==> src/hw/id_remap_pkg.sv <==
package id_remap_pkg;

  // Width of the IDs seen by the upstream master on the slave port.
  localparam int unsigned SlvIdWidth = 4;
  // Width of the IDs issued downstream on the master port.
  // It also sets the largest table that can be built, four entries.
  localparam int unsigned MstIdWidth = 2;
  // Burst address width, identical on both ports.
  localparam int unsigned AddrWidth  = 32;

  typedef logic [SlvIdWidth-1:0] slv_id_t;
  // A master-side ID doubles as the index into the remap table.
  typedef logic [MstIdWidth-1:0] mst_id_t;
  typedef logic [AddrWidth-1:0]  addr_t;
  typedef logic [7:0]            len_t;
  typedef logic [1:0]            resp_t;

  // Write address beat as it enters on the slave port.
  typedef struct packed {
    slv_id_t id;
    addr_t   addr;
    len_t    len;
  } slv_aw_t;

  // Write address beat as it leaves on the master port, with the remapped ID.
  typedef struct packed {
    mst_id_t id;
    addr_t   addr;
    len_t    len;
  } mst_aw_t;

  typedef struct packed {
    slv_id_t id;
    resp_t   resp;
  } slv_b_t;

  typedef struct packed {
    mst_id_t id;
    resp_t   resp;
  } mst_b_t;

  // Ready issues new bursts, Hold keeps a stalled burst on the master port.
  typedef enum logic {Ready, Hold} issue_state_e;

endpackage
==> src/hw/id_remap_top.sv <==
`timescale 1ns/1ps

module id_remap_top import id_remap_pkg::*; #(
  parameter int unsigned TableSize    = 4,
  parameter int unsigned MaxTxnsPerId = 3
) (
  input  logic    clk_i,
  input  logic    rst_ni,
  // Slave port, facing the upstream master.
  input  slv_aw_t slv_aw_i,
  input  logic    slv_aw_valid_i,
  output logic    slv_aw_ready_o,
  output slv_b_t  slv_b_o,
  output logic    slv_b_valid_o,
  input  logic    slv_b_ready_i,
  // Master port, facing the downstream slave.
  output mst_aw_t mst_aw_o,
  output logic    mst_aw_valid_o,
  input  logic    mst_aw_ready_i,
  input  mst_b_t  mst_b_i,
  input  logic    mst_b_valid_i,
  output logic    mst_b_ready_o
);

  logic    match;
  mst_id_t match_mst_id;
  logic    match_full;
  logic    full;
  mst_id_t free_mst_id;
  logic    push;
  slv_id_t push_slv_id;
  mst_id_t push_mst_id;
  logic    pop;
  slv_id_t pop_slv_id;

  aw_issue_stage aw_issue_i (
    .clk_i          (clk_i),
    .rst_ni         (rst_ni),
    .slv_aw_i       (slv_aw_i),
    .slv_aw_valid_i (slv_aw_valid_i),
    .slv_aw_ready_o (slv_aw_ready_o),
    .mst_aw_o       (mst_aw_o),
    .mst_aw_valid_o (mst_aw_valid_o),
    .mst_aw_ready_i (mst_aw_ready_i),
    .match_i        (match),
    .match_mst_id_i (match_mst_id),
    .match_full_i   (match_full),
    .full_i         (full),
    .free_mst_id_i  (free_mst_id),
    .push_o         (push),
    .push_slv_id_o  (push_slv_id),
    .push_mst_id_o  (push_mst_id)
  );

  // The lookup always uses the ID on the slave AW channel.
  // In Hold the issue stage ignores the result.
  id_remap_table #(
    .TableSize    (TableSize),
    .MaxTxnsPerId (MaxTxnsPerId)
  ) table_i (
    .clk_i          (clk_i),
    .rst_ni         (rst_ni),
    .push_i         (push),
    .push_slv_id_i  (push_slv_id),
    .push_mst_id_i  (push_mst_id),
    .lookup_id_i    (slv_aw_i.id),
    .pop_i          (pop),
    .pop_mst_id_i   (mst_b_i.id),
    .match_o        (match),
    .match_mst_id_o (match_mst_id),
    .match_full_o   (match_full),
    .full_o         (full),
    .free_mst_id_o  (free_mst_id),
    .pop_slv_id_o   (pop_slv_id)
  );

  // The B channel is combinational in both directions.
  // An entry is released once the response is handed to the slave port.
  assign slv_b_valid_o = mst_b_valid_i;
  assign mst_b_ready_o = slv_b_ready_i;
  assign pop           = slv_b_valid_o && slv_b_ready_i;
  assign slv_b_o.id    = pop_slv_id;
  assign slv_b_o.resp  = mst_b_i.resp;

endmodule

==> src/hw/aw_issue_stage.sv <==
`timescale 1ns/1ps

module aw_issue_stage import id_remap_pkg::*; (
  input  logic    clk_i,
  input  logic    rst_ni,
  input  slv_aw_t slv_aw_i,
  input  logic    slv_aw_valid_i,
  output logic    slv_aw_ready_o,
  output mst_aw_t mst_aw_o,
  output logic    mst_aw_valid_o,
  input  logic    mst_aw_ready_i,
  input  logic    match_i,
  input  mst_id_t match_mst_id_i,
  input  logic    match_full_i,
  input  logic    full_i,
  input  mst_id_t free_mst_id_i,
  output logic    push_o,
  output slv_id_t push_slv_id_o,
  output mst_id_t push_mst_id_o
);

  issue_state_e state_d, state_q;
  mst_id_t      hold_id_d, hold_id_q;
  mst_id_t      chosen_id;
  mst_id_t      aw_id;
  logic         admissible;

  // A slave ID already in flight must reuse its master ID to keep its bursts ordered.
  // A new slave ID needs any free entry.
  assign admissible = match_i ? !match_full_i : !full_i;
  assign chosen_id  = match_i ? match_mst_id_i : free_mst_id_i;

  always_comb begin
    state_d        = state_q;
    hold_id_d      = hold_id_q;
    aw_id          = chosen_id;
    mst_aw_valid_o = 1'b0;
    slv_aw_ready_o = 1'b0;
    push_o         = 1'b0;

    unique case (state_q)
      Ready: begin
        // Forward the burst in the same cycle and book it in the table right away.
        if (slv_aw_valid_i && admissible) begin
          mst_aw_valid_o = 1'b1;
          slv_aw_ready_o = mst_aw_ready_i;
          push_o         = 1'b1;
          // The master stalls, so remember the chosen ID.
          // The table has already moved on and its lookup may now say otherwise.
          if (!mst_aw_ready_i) begin
            hold_id_d = chosen_id;
            state_d   = Hold;
          end
        end
      end

      Hold: begin
        // The burst was pushed when it was first offered.
        // Only the handshake is still open here.
        aw_id          = hold_id_q;
        mst_aw_valid_o = 1'b1;
        slv_aw_ready_o = mst_aw_ready_i;
        if (mst_aw_ready_i) begin
          state_d = Ready;
        end
      end

      default: begin
        state_d = Ready;
      end
    endcase
  end

  // Address and length pass through, and only the ID is replaced.
  assign mst_aw_o.id   = aw_id;
  assign mst_aw_o.addr = slv_aw_i.addr;
  assign mst_aw_o.len  = slv_aw_i.len;

  // The table only takes these while push_o is high.
  assign push_slv_id_o = slv_aw_i.id;
  assign push_mst_id_o = chosen_id;

  always_ff @(posedge clk_i or negedge rst_ni) begin
    if (!rst_ni) begin
      state_q <= Ready;
    end else begin
      state_q <= state_d;
    end
  end

  // The held ID is captured on the way into Hold and drives the master port there.
  always_ff @(posedge clk_i or negedge rst_ni) begin
    if (!rst_ni) begin
      hold_id_q <= '0;
    end else begin
      hold_id_q <= hold_id_d;
    end
  end

endmodule

==> src/hw/id_remap_table.sv <==
`timescale 1ns/1ps

module id_remap_table import id_remap_pkg::*; #(
  parameter int unsigned TableSize    = 4,
  parameter int unsigned MaxTxnsPerId = 3
) (
  input  logic    clk_i,
  input  logic    rst_ni,
  input  logic    push_i,
  input  slv_id_t push_slv_id_i,
  input  mst_id_t push_mst_id_i,
  input  slv_id_t lookup_id_i,
  input  logic    pop_i,
  input  mst_id_t pop_mst_id_i,
  output logic    match_o,
  output mst_id_t match_mst_id_o,
  output logic    match_full_o,
  output logic    full_o,
  output mst_id_t free_mst_id_o,
  output slv_id_t pop_slv_id_o
);

  // The counter must reach MaxTxnsPerId itself, hence the extra value.
  localparam int unsigned CntWidth = $clog2(MaxTxnsPerId + 1);

  typedef logic [CntWidth-1:0]  cnt_t;
  typedef logic [TableSize-1:0] vec_t;

  // One entry per master ID.
  // A count of zero means the master ID is free and its slave ID is stale.
  typedef struct packed {
    slv_id_t slv_id;
    cnt_t    cnt;
  } entry_t;

  entry_t [TableSize-1:0] table_d, table_q;
  vec_t                   free_vec;
  vec_t                   match_vec;

  // Priority encoder that returns the index of the lowest set bit.
  // The loop runs downwards so the lowest set bit is written last.
  function automatic mst_id_t lowest_set(input vec_t vec);
    mst_id_t idx;
    idx = '0;
    for (int i = TableSize - 1; i >= 0; i--) begin
      if (vec[i]) begin
        idx = mst_id_t'(i);
      end
    end
    return idx;
  endfunction

  // An entry is free when nothing is in flight on its master ID.
  // It matches when bursts are in flight and it carries the looked-up slave ID.
  always_comb begin
    for (int i = 0; i < TableSize; i++) begin
      free_vec[i]  = (table_q[i].cnt == '0);
      match_vec[i] = (table_q[i].cnt != '0) && (table_q[i].slv_id == lookup_id_i);
    end
  end

  // Lowest free master ID, only meaningful while the table is not full.
  assign free_mst_id_o = lowest_set(free_vec);
  assign full_o        = ~|free_vec;

  // A slave ID lives in at most one entry, so the match vector is one-hot or empty.
  assign match_mst_id_o = lowest_set(match_vec);
  assign match_o        = |match_vec;

  // The limit flag is taken from the matching entry only.
  always_comb begin
    match_full_o = 1'b0;
    for (int i = 0; i < TableSize; i++) begin
      if (match_vec[i] && (table_q[i].cnt == cnt_t'(MaxTxnsPerId))) begin
        match_full_o = 1'b1;
      end
    end
  end

  // Translate a returning master ID back to its slave ID.
  // IDs outside the table read as zero.
  always_comb begin
    pop_slv_id_o = '0;
    for (int i = 0; i < TableSize; i++) begin
      if (pop_mst_id_i == mst_id_t'(i)) begin
        pop_slv_id_o = table_q[i].slv_id;
      end
    end
  end

  // Push and pop may target the same entry in one cycle.
  // The two updates then cancel in the count, and the slave ID is rewritten unchanged.
  always_comb begin
    table_d = table_q;
    for (int i = 0; i < TableSize; i++) begin
      if (push_i && (push_mst_id_i == mst_id_t'(i))) begin
        table_d[i].slv_id = push_slv_id_i;
        table_d[i].cnt    = table_d[i].cnt + 1'b1;
      end
      if (pop_i && (pop_mst_id_i == mst_id_t'(i))) begin
        table_d[i].cnt = table_d[i].cnt - 1'b1;
      end
    end
  end

  // All entries start free.
  always_ff @(posedge clk_i or negedge rst_ni) begin
    if (!rst_ni) begin
      table_q <= '0;
    end else begin
      table_q <= table_d;
    end
  end

endmodule

==> config.mk <==
export PLATFORM = sky130hd
export DESIGN_NAME = id_remap_top
export DESIGN_NICKNAME = d
export VERILOG_FILES = /design/src/hw/id_remap_pkg.sv /design/src/hw/id_remap_top.sv /design/src/hw/aw_issue_stage.sv /design/src/hw/id_remap_table.sv
export SDC_FILE = /design/constraint.sdc
export NUM_CORES = 1
export LEC_CHECK = 0
export BUFFER_PORTS_ARGS = -buffer_cell sky130_fd_sc_hd__buf_2
export CAP_MARGIN = 20
export CORE_ASPECT_RATIO = 0.75
export CORE_UTILIZATION = 45
export DETAILED_ROUTE_END_ITERATION = 8
export PLACE_DENSITY = 0.82
export SLEW_MARGIN = 15
export SYNTH_ARGS = -nofsm -noshare
export SYNTH_HDL_FRONTEND = slang
export SYNTH_HIERARCHICAL = 1
export SYNTH_SLANG_ARGS = --single-unit
==> constraint.sdc <==
create_clock -name clk_i -period 4.07 [get_ports clk_i]
set_input_delay 0.814 -clock clk_i [delete_from_list [all_inputs] [get_ports clk_i]]
set_output_delay 0.814 -clock clk_i [all_outputs]
set_load 0.1 [all_outputs]
Word-level counts from Yosys, hierarchy flattened --
Cells that the tools add are included.
Storage, ports and cells: register bits 27, bits in latches 0, memory bits (writable) 0, bits in read-only memories 0, output and inout port bits 52, word-level logic and storage cells 101, memories 0
Cells by class: add/subtract/negate cells 8, $mul 0, divide/modulo/power cells 0, $lt $le $gt $ge 0, eq/ne operators 14, shift operators 0, multiplexer cells 35, bitwise operators 2, reductions and logical operators 32
Operators with widths (number):
- 2-bit two-way mux | 18
- 1-bit logical AND | 18
- 2-bit equality test (second input constant) | 8
- 4-bit equality test | 4
- 4-bit two-way mux | 4
- 2-bit logical NOT | 6
- 1-bit two-way mux | 10
- 2-bit by 1-bit adder with 2-bit output (second input constant) | 4
- 2-bit nonzero test | 4
- 4-bit OR reduction | 2
- 2-bit by 1-bit subtractor with 2-bit output (second input constant) | 4
- 1-bit one-hot mux with 2 select lines | 3
- 2-bit by 1-bit equality test with 1-bit output (second input constant) | 2
- 3-bit AND reduction | 1
- 1-bit NOT | 2
- 1-bit logical NOT | 1

Logic depth before layout (Yosys ltp) --
word-level depth 16, gate-level depth with buffers 15, depth with buffers taken out 13

Modules after synthesis --
The synthesis kept the hierarchy.
Modules (own cells, without submodules):
- id_remap_table | instances 1, cells each 153, area an instance 1640.3 sq um
- aw_issue_stage | instances 1, cells each 62, area an instance 526.8 sq um
- id_remap_top | instances 1, cells each 5, area an instance 36.3 sq um

Worst setup path after synthesis --
OpenSTA, ideal clock, no wires.
path kind input to output, start input port slv_aw_i[41] (netlist name), end output port slv_aw_ready_o, arrival 3323 ps, data required time 3256 ps, setup slack -67 ps, stages on the path 9, buffers on the path 1, cell sequence clkbuf_2 > xnor2_1 > nand3_1 > nor3_2 > nor2_1 > nand2_1 > mux2i_2 > a21oi_1 > nor2b_1
Between the ends: elaborated cells between the ends (all ways) 22, classes of those cells 4 x eq/ne; 7 x mux; 11 x reduce/logical
RTL lines:
- start, declared | RTL line id_remap_top.sv:10 | input slv_aw_t slv_aw_i,
- 4-bit equality test | RTL line id_remap_table.sv:58 | match_vec[i] = (table_q[i].cnt != '0) && (table_q[i].slv_id == lookup_id_i);
- 1-bit logical AND | RTL line id_remap_table.sv:58
- 4-bit OR reduction (*) | RTL line id_remap_table.sv:68 | assign match_o = |match_vec;
- net match | RTL line id_remap_top.sv:25 | logic match;
- 1-bit two-way mux (*) | RTL line aw_issue_stage.sv:30 | assign admissible = match_i ? !match_full_i : !full_i;
- 1-bit logical AND (*) | RTL line aw_issue_stage.sv:44 | if (slv_aw_valid_i && admissible) begin
- 1-bit two-way mux (*) | RTL line aw_issue_stage.sv:44
- 1-bit one-hot mux with 2 select lines (*) | RTL line aw_issue_stage.sv:41 | unique case (state_q)
- end, declared | RTL line id_remap_top.sv:12 | output logic slv_aw_ready_o,
Mark *: on every way through the listed nets, which the timed path passes. The rest lies on a longest branch.

==> metrics.log <==
INFO  metric run_status = completed
INFO  metric synth.cell_area = 2200 um^2
INFO  metric timing.critical_path.slowest_cell_delay = 0.42 ns
INFO  metric ff_latch_area = 676 um^2
INFO  metric critical_path.endpoint_type = output port
INFO  metric path_buf_inv = 2
INFO  metric nets_in_the_synthesized_netlist = 282
INFO  metric multi_input_area = 1080 um^2
INFO  metric seqPwrFrac = 27.9%
INFO  metric dr.first_iter.drc_count = 92
INFO  metric fin_max_slew_vios = 0
INFO  metric globalRoute.totalOverflow = 0
INFO  metric ys_warn_count = 6
INFO  metric area_growth_synth_to_finish = -7.89%
INFO  metric postRouteAntennaNets = 0
INFO  metric period_utilisation_layout = 88.1%
INFO  metric worstSkewPairLatency = 0.27 ns
INFO  metric detailed_place_hpwl = 2870 um
INFO  metric core_region_area = 4570 um^2
INFO  metric grt_max_degree = 28
INFO  metric synth.top_cell.area_share = 30.7%
INFO  metric grt_antenna_before_repair = 0
INFO  metric io_buffer_count = 21
INFO  metric power_switching_share = 51.9%
INFO  metric io_pins = 106
INFO  metric track_usage = 15.7%
INFO  metric ir_worst_vdd = 0.457 mV
INFO  metric globalplace.congestion = 0.835
INFO  metric cpLargestDelayFamily = multiplexers
INFO  metric top_layer = met4
INFO  metric drive_above_1_share = 32.3%
INFO  metric n_fill_cell = 465
INFO  metric cts.sink_count = 27
INFO  metric postSynthCellCount = 220
INFO  metric cp-start-kind = input port
INFO  metric cts_buffer_count = 3
INFO  metric power_switching = 0.995 mW
INFO  metric most_frequent_cells_in_the_layout = dfrtp_1 (27), buf_2 (21), mux2_2 (20), xnor2_1 (20), nor2_1 (13)
INFO  metric seq_area_frac_synth = 30.7%
INFO  metric timing.clock.skew = 0.00731 ns
INFO  metric first_global_vias = 1,324
INFO  metric wl = 3890 um
INFO  metric power.combinational.fraction = 64.0%
INFO  metric post_cts_resized = 0
INFO  metric hold_buffer_count_at_cts = 0
INFO  metric ys_types = 33
INFO  metric synth_enable_flop_cells = 0
INFO  metric crit_path_cell_trace = buf_2, xnor2_1, nand3_1, nor3_2, nor2_1, nand2_1, mux2_2, mux2_2, buf_2
INFO  metric cts.reportedPaths.clkPinSlew = 0.10 ns
INFO  metric critPathKind = input port to output port
INFO  metric route.detailed.wl_per_inst = 15.6 um
INFO  metric fp.dieH = 62.6 um
INFO  metric firstDrtPassIters = 4
INFO  metric pre_cts_slack = 0.516 ns
INFO  metric dieArea = 5180 um^2
INFO  metric cts.htree.levels = 1
INFO  metric timing.hold.worst.class = flop to flop
INFO  metric setup_violations = 0
INFO  metric cts_tree = done
INFO  metric time_the_worst_path_needs_with_i_o_delays_and_setup = 3.58 ns
INFO  metric worst-endpoint-required = 3.26 ns
INFO  metric fin_nets = 255
INFO  metric arrival = 2.77 ns
INFO  metric power_frac_clock = 8.1%
INFO  metric relSlewSlack = 58.8%
INFO  metric crit_path_top_delay_cell = mux2_2
INFO  metric hold_violations = 0
INFO  metric ys_top_cells_by_area = dfrtp_1 (31%), buf_4 (17%), mux2_2 (10%), xnor2_1 (8.0%), ha_1 (4.5%)
INFO  metric starting_density = 48.2%
INFO  metric postCtsSetupBuffers = 0
INFO  metric floorplan.die.width = 82.8 um
INFO  metric fin_hold_ws = 0.498 ns
INFO  metric wire_length_of_the_first_global_routing_pass = 6450 um
INFO  metric clock-root-buffer = clkbuf_8
INFO  metric fmaxAchievable = 279 MHz
INFO  metric async_set_or_reset_register_ratio_after_synthesis = 100%
INFO  metric rsz_0062_raised_after_global_routing = no
INFO  metric met1Wirelength = 1890 um
INFO  metric max_slew.worst_pin.slew = 0.618 ns
INFO  metric via_count_of_the_routed_design = 1,336
INFO  metric routed-wl-met2 = 1660 um
INFO  metric setup_slack = 0.485 ns
INFO  metric final.setup.tns = 0 ns
INFO  metric ctsLongestPathBuffers = 2
INFO  metric power_per_cell_area = 944 nW/um^2
INFO  metric worstPathMaxFanout = 8
INFO  metric utilization = 44.4%
INFO  metric detailroute.wirelength.met3 = 276 um
INFO  metric num_rows = 21
INFO  metric ys_ff_latch = 27
INFO  metric synth_flop_cell = dfrtp_1
INFO  metric max_capacitance_violation_count = 0
INFO  metric synthDominantAreaCellType = dfrtp_1
INFO  metric via_per_inst = 5.37
INFO  metric internal_power = 0.922 mW
INFO  metric route.detailed.drc = 0
INFO  metric power.static_leakage = 0.876 nW
INFO  metric inserted_diodes = 0
INFO  metric most_common_cell_after_layout_fill_and_taps_aside = dfrtp_1
INFO  metric mean_instance_size_in_the_synthesized_netlist = 10.0 um^2
==> stage by stage <==
step	total power [mW]	cells	area, um^2
floorplan	1.76	220	2210
global placement	1.73	245	1980
detailed placement	1.76	245	1980
CTS	1.92	249	2030
global route	2.04	249	2030
finish	1.92	249	2030
==> sequential cells by signal, indices dropped and copies added, names as in the netlist <==
register / flops
aw_issue_i/state_q: 1
aw_issue_i/hold_id_q: 2
table_i/table_q: 24
==> cell type report <==
class | count | share of cell area, %
timing repair buffer | 22 | 5.55
inverter | 11 | 2.03
tap | 57 | 3.51
sequential | 27 | 33.3
clock buffer | 4 | 2.22
multi-input combinational | 128 | 53.4
==> cell usage after synthesis, types with 3 or more instances <==
cell type / n
a21oi_1: 7
buf_4: 49
clkbuf_2: 3
dfrtp_1: 27
ha_1: 8
inv_1: 11
mux2_2: 20
mux4_2: 4
nand2_1: 11
nand3_1: 5
nor2_1: 13
nor3_2: 4
nor3b_2: 3
o22ai_1: 3
xnor2_1: 20
xor2_1: 6
==> routing by layer <==
layer / GRT usage [%] / vias up
met1: 21.6 / 653
met5: 0 / -
met3: 3.96 / 12
li1: - / 635
met4: 4.31 / 0
met2: 24.5 / 36
==> worst paths after layout <==
path                                    startpoint                 endpoint  slack [ns]  depth (start not counted)
setup / recovery                      slv_aw_i[42]             mst_aw_o[41]        0.49                          9
hold / removal             aw_issue_i/hold_id_q[0]  aw_issue_i/hold_id_q[0]        0.50                          1
setup reg to reg                table_i/table_q[6]       table_i/table_q[2]        1.17                         11
hold reg to reg            aw_issue_i/hold_id_q[0]  aw_issue_i/hold_id_q[0]        0.50                          1
max in group asynchronous                   rst_ni      table_i/table_q[11]        3.12                          1
min in group asynchronous                   rst_ni       table_i/table_q[1]        0.54                          1
==> logic make-up after synthesis <==
| group | share of synthesized area [%] |
|---|---|
| AOI/OAI and AO/OA | 5.22 |
| muxes | 16.4 |
| buffers and inverters | 20.3 |
| and+or+nand+nor | 12.6 |
| xor gates and xnor gates | 10.3 |
| DFF | 30.7 |
| adders and majority gates | 4.54 |
==> power by group through the flow <==
stage               Sequential (mW)  Clock, mW  Combinational [mW]
floorplan                     0.499          0                1.26
global placement              0.527          0                1.20
detailed placement            0.538          0                1.22
CTS                           0.532      0.161                1.23
global route                  0.549      0.173                1.32
finish                        0.534      0.156                1.23
(Power assumes the default switching activity.)
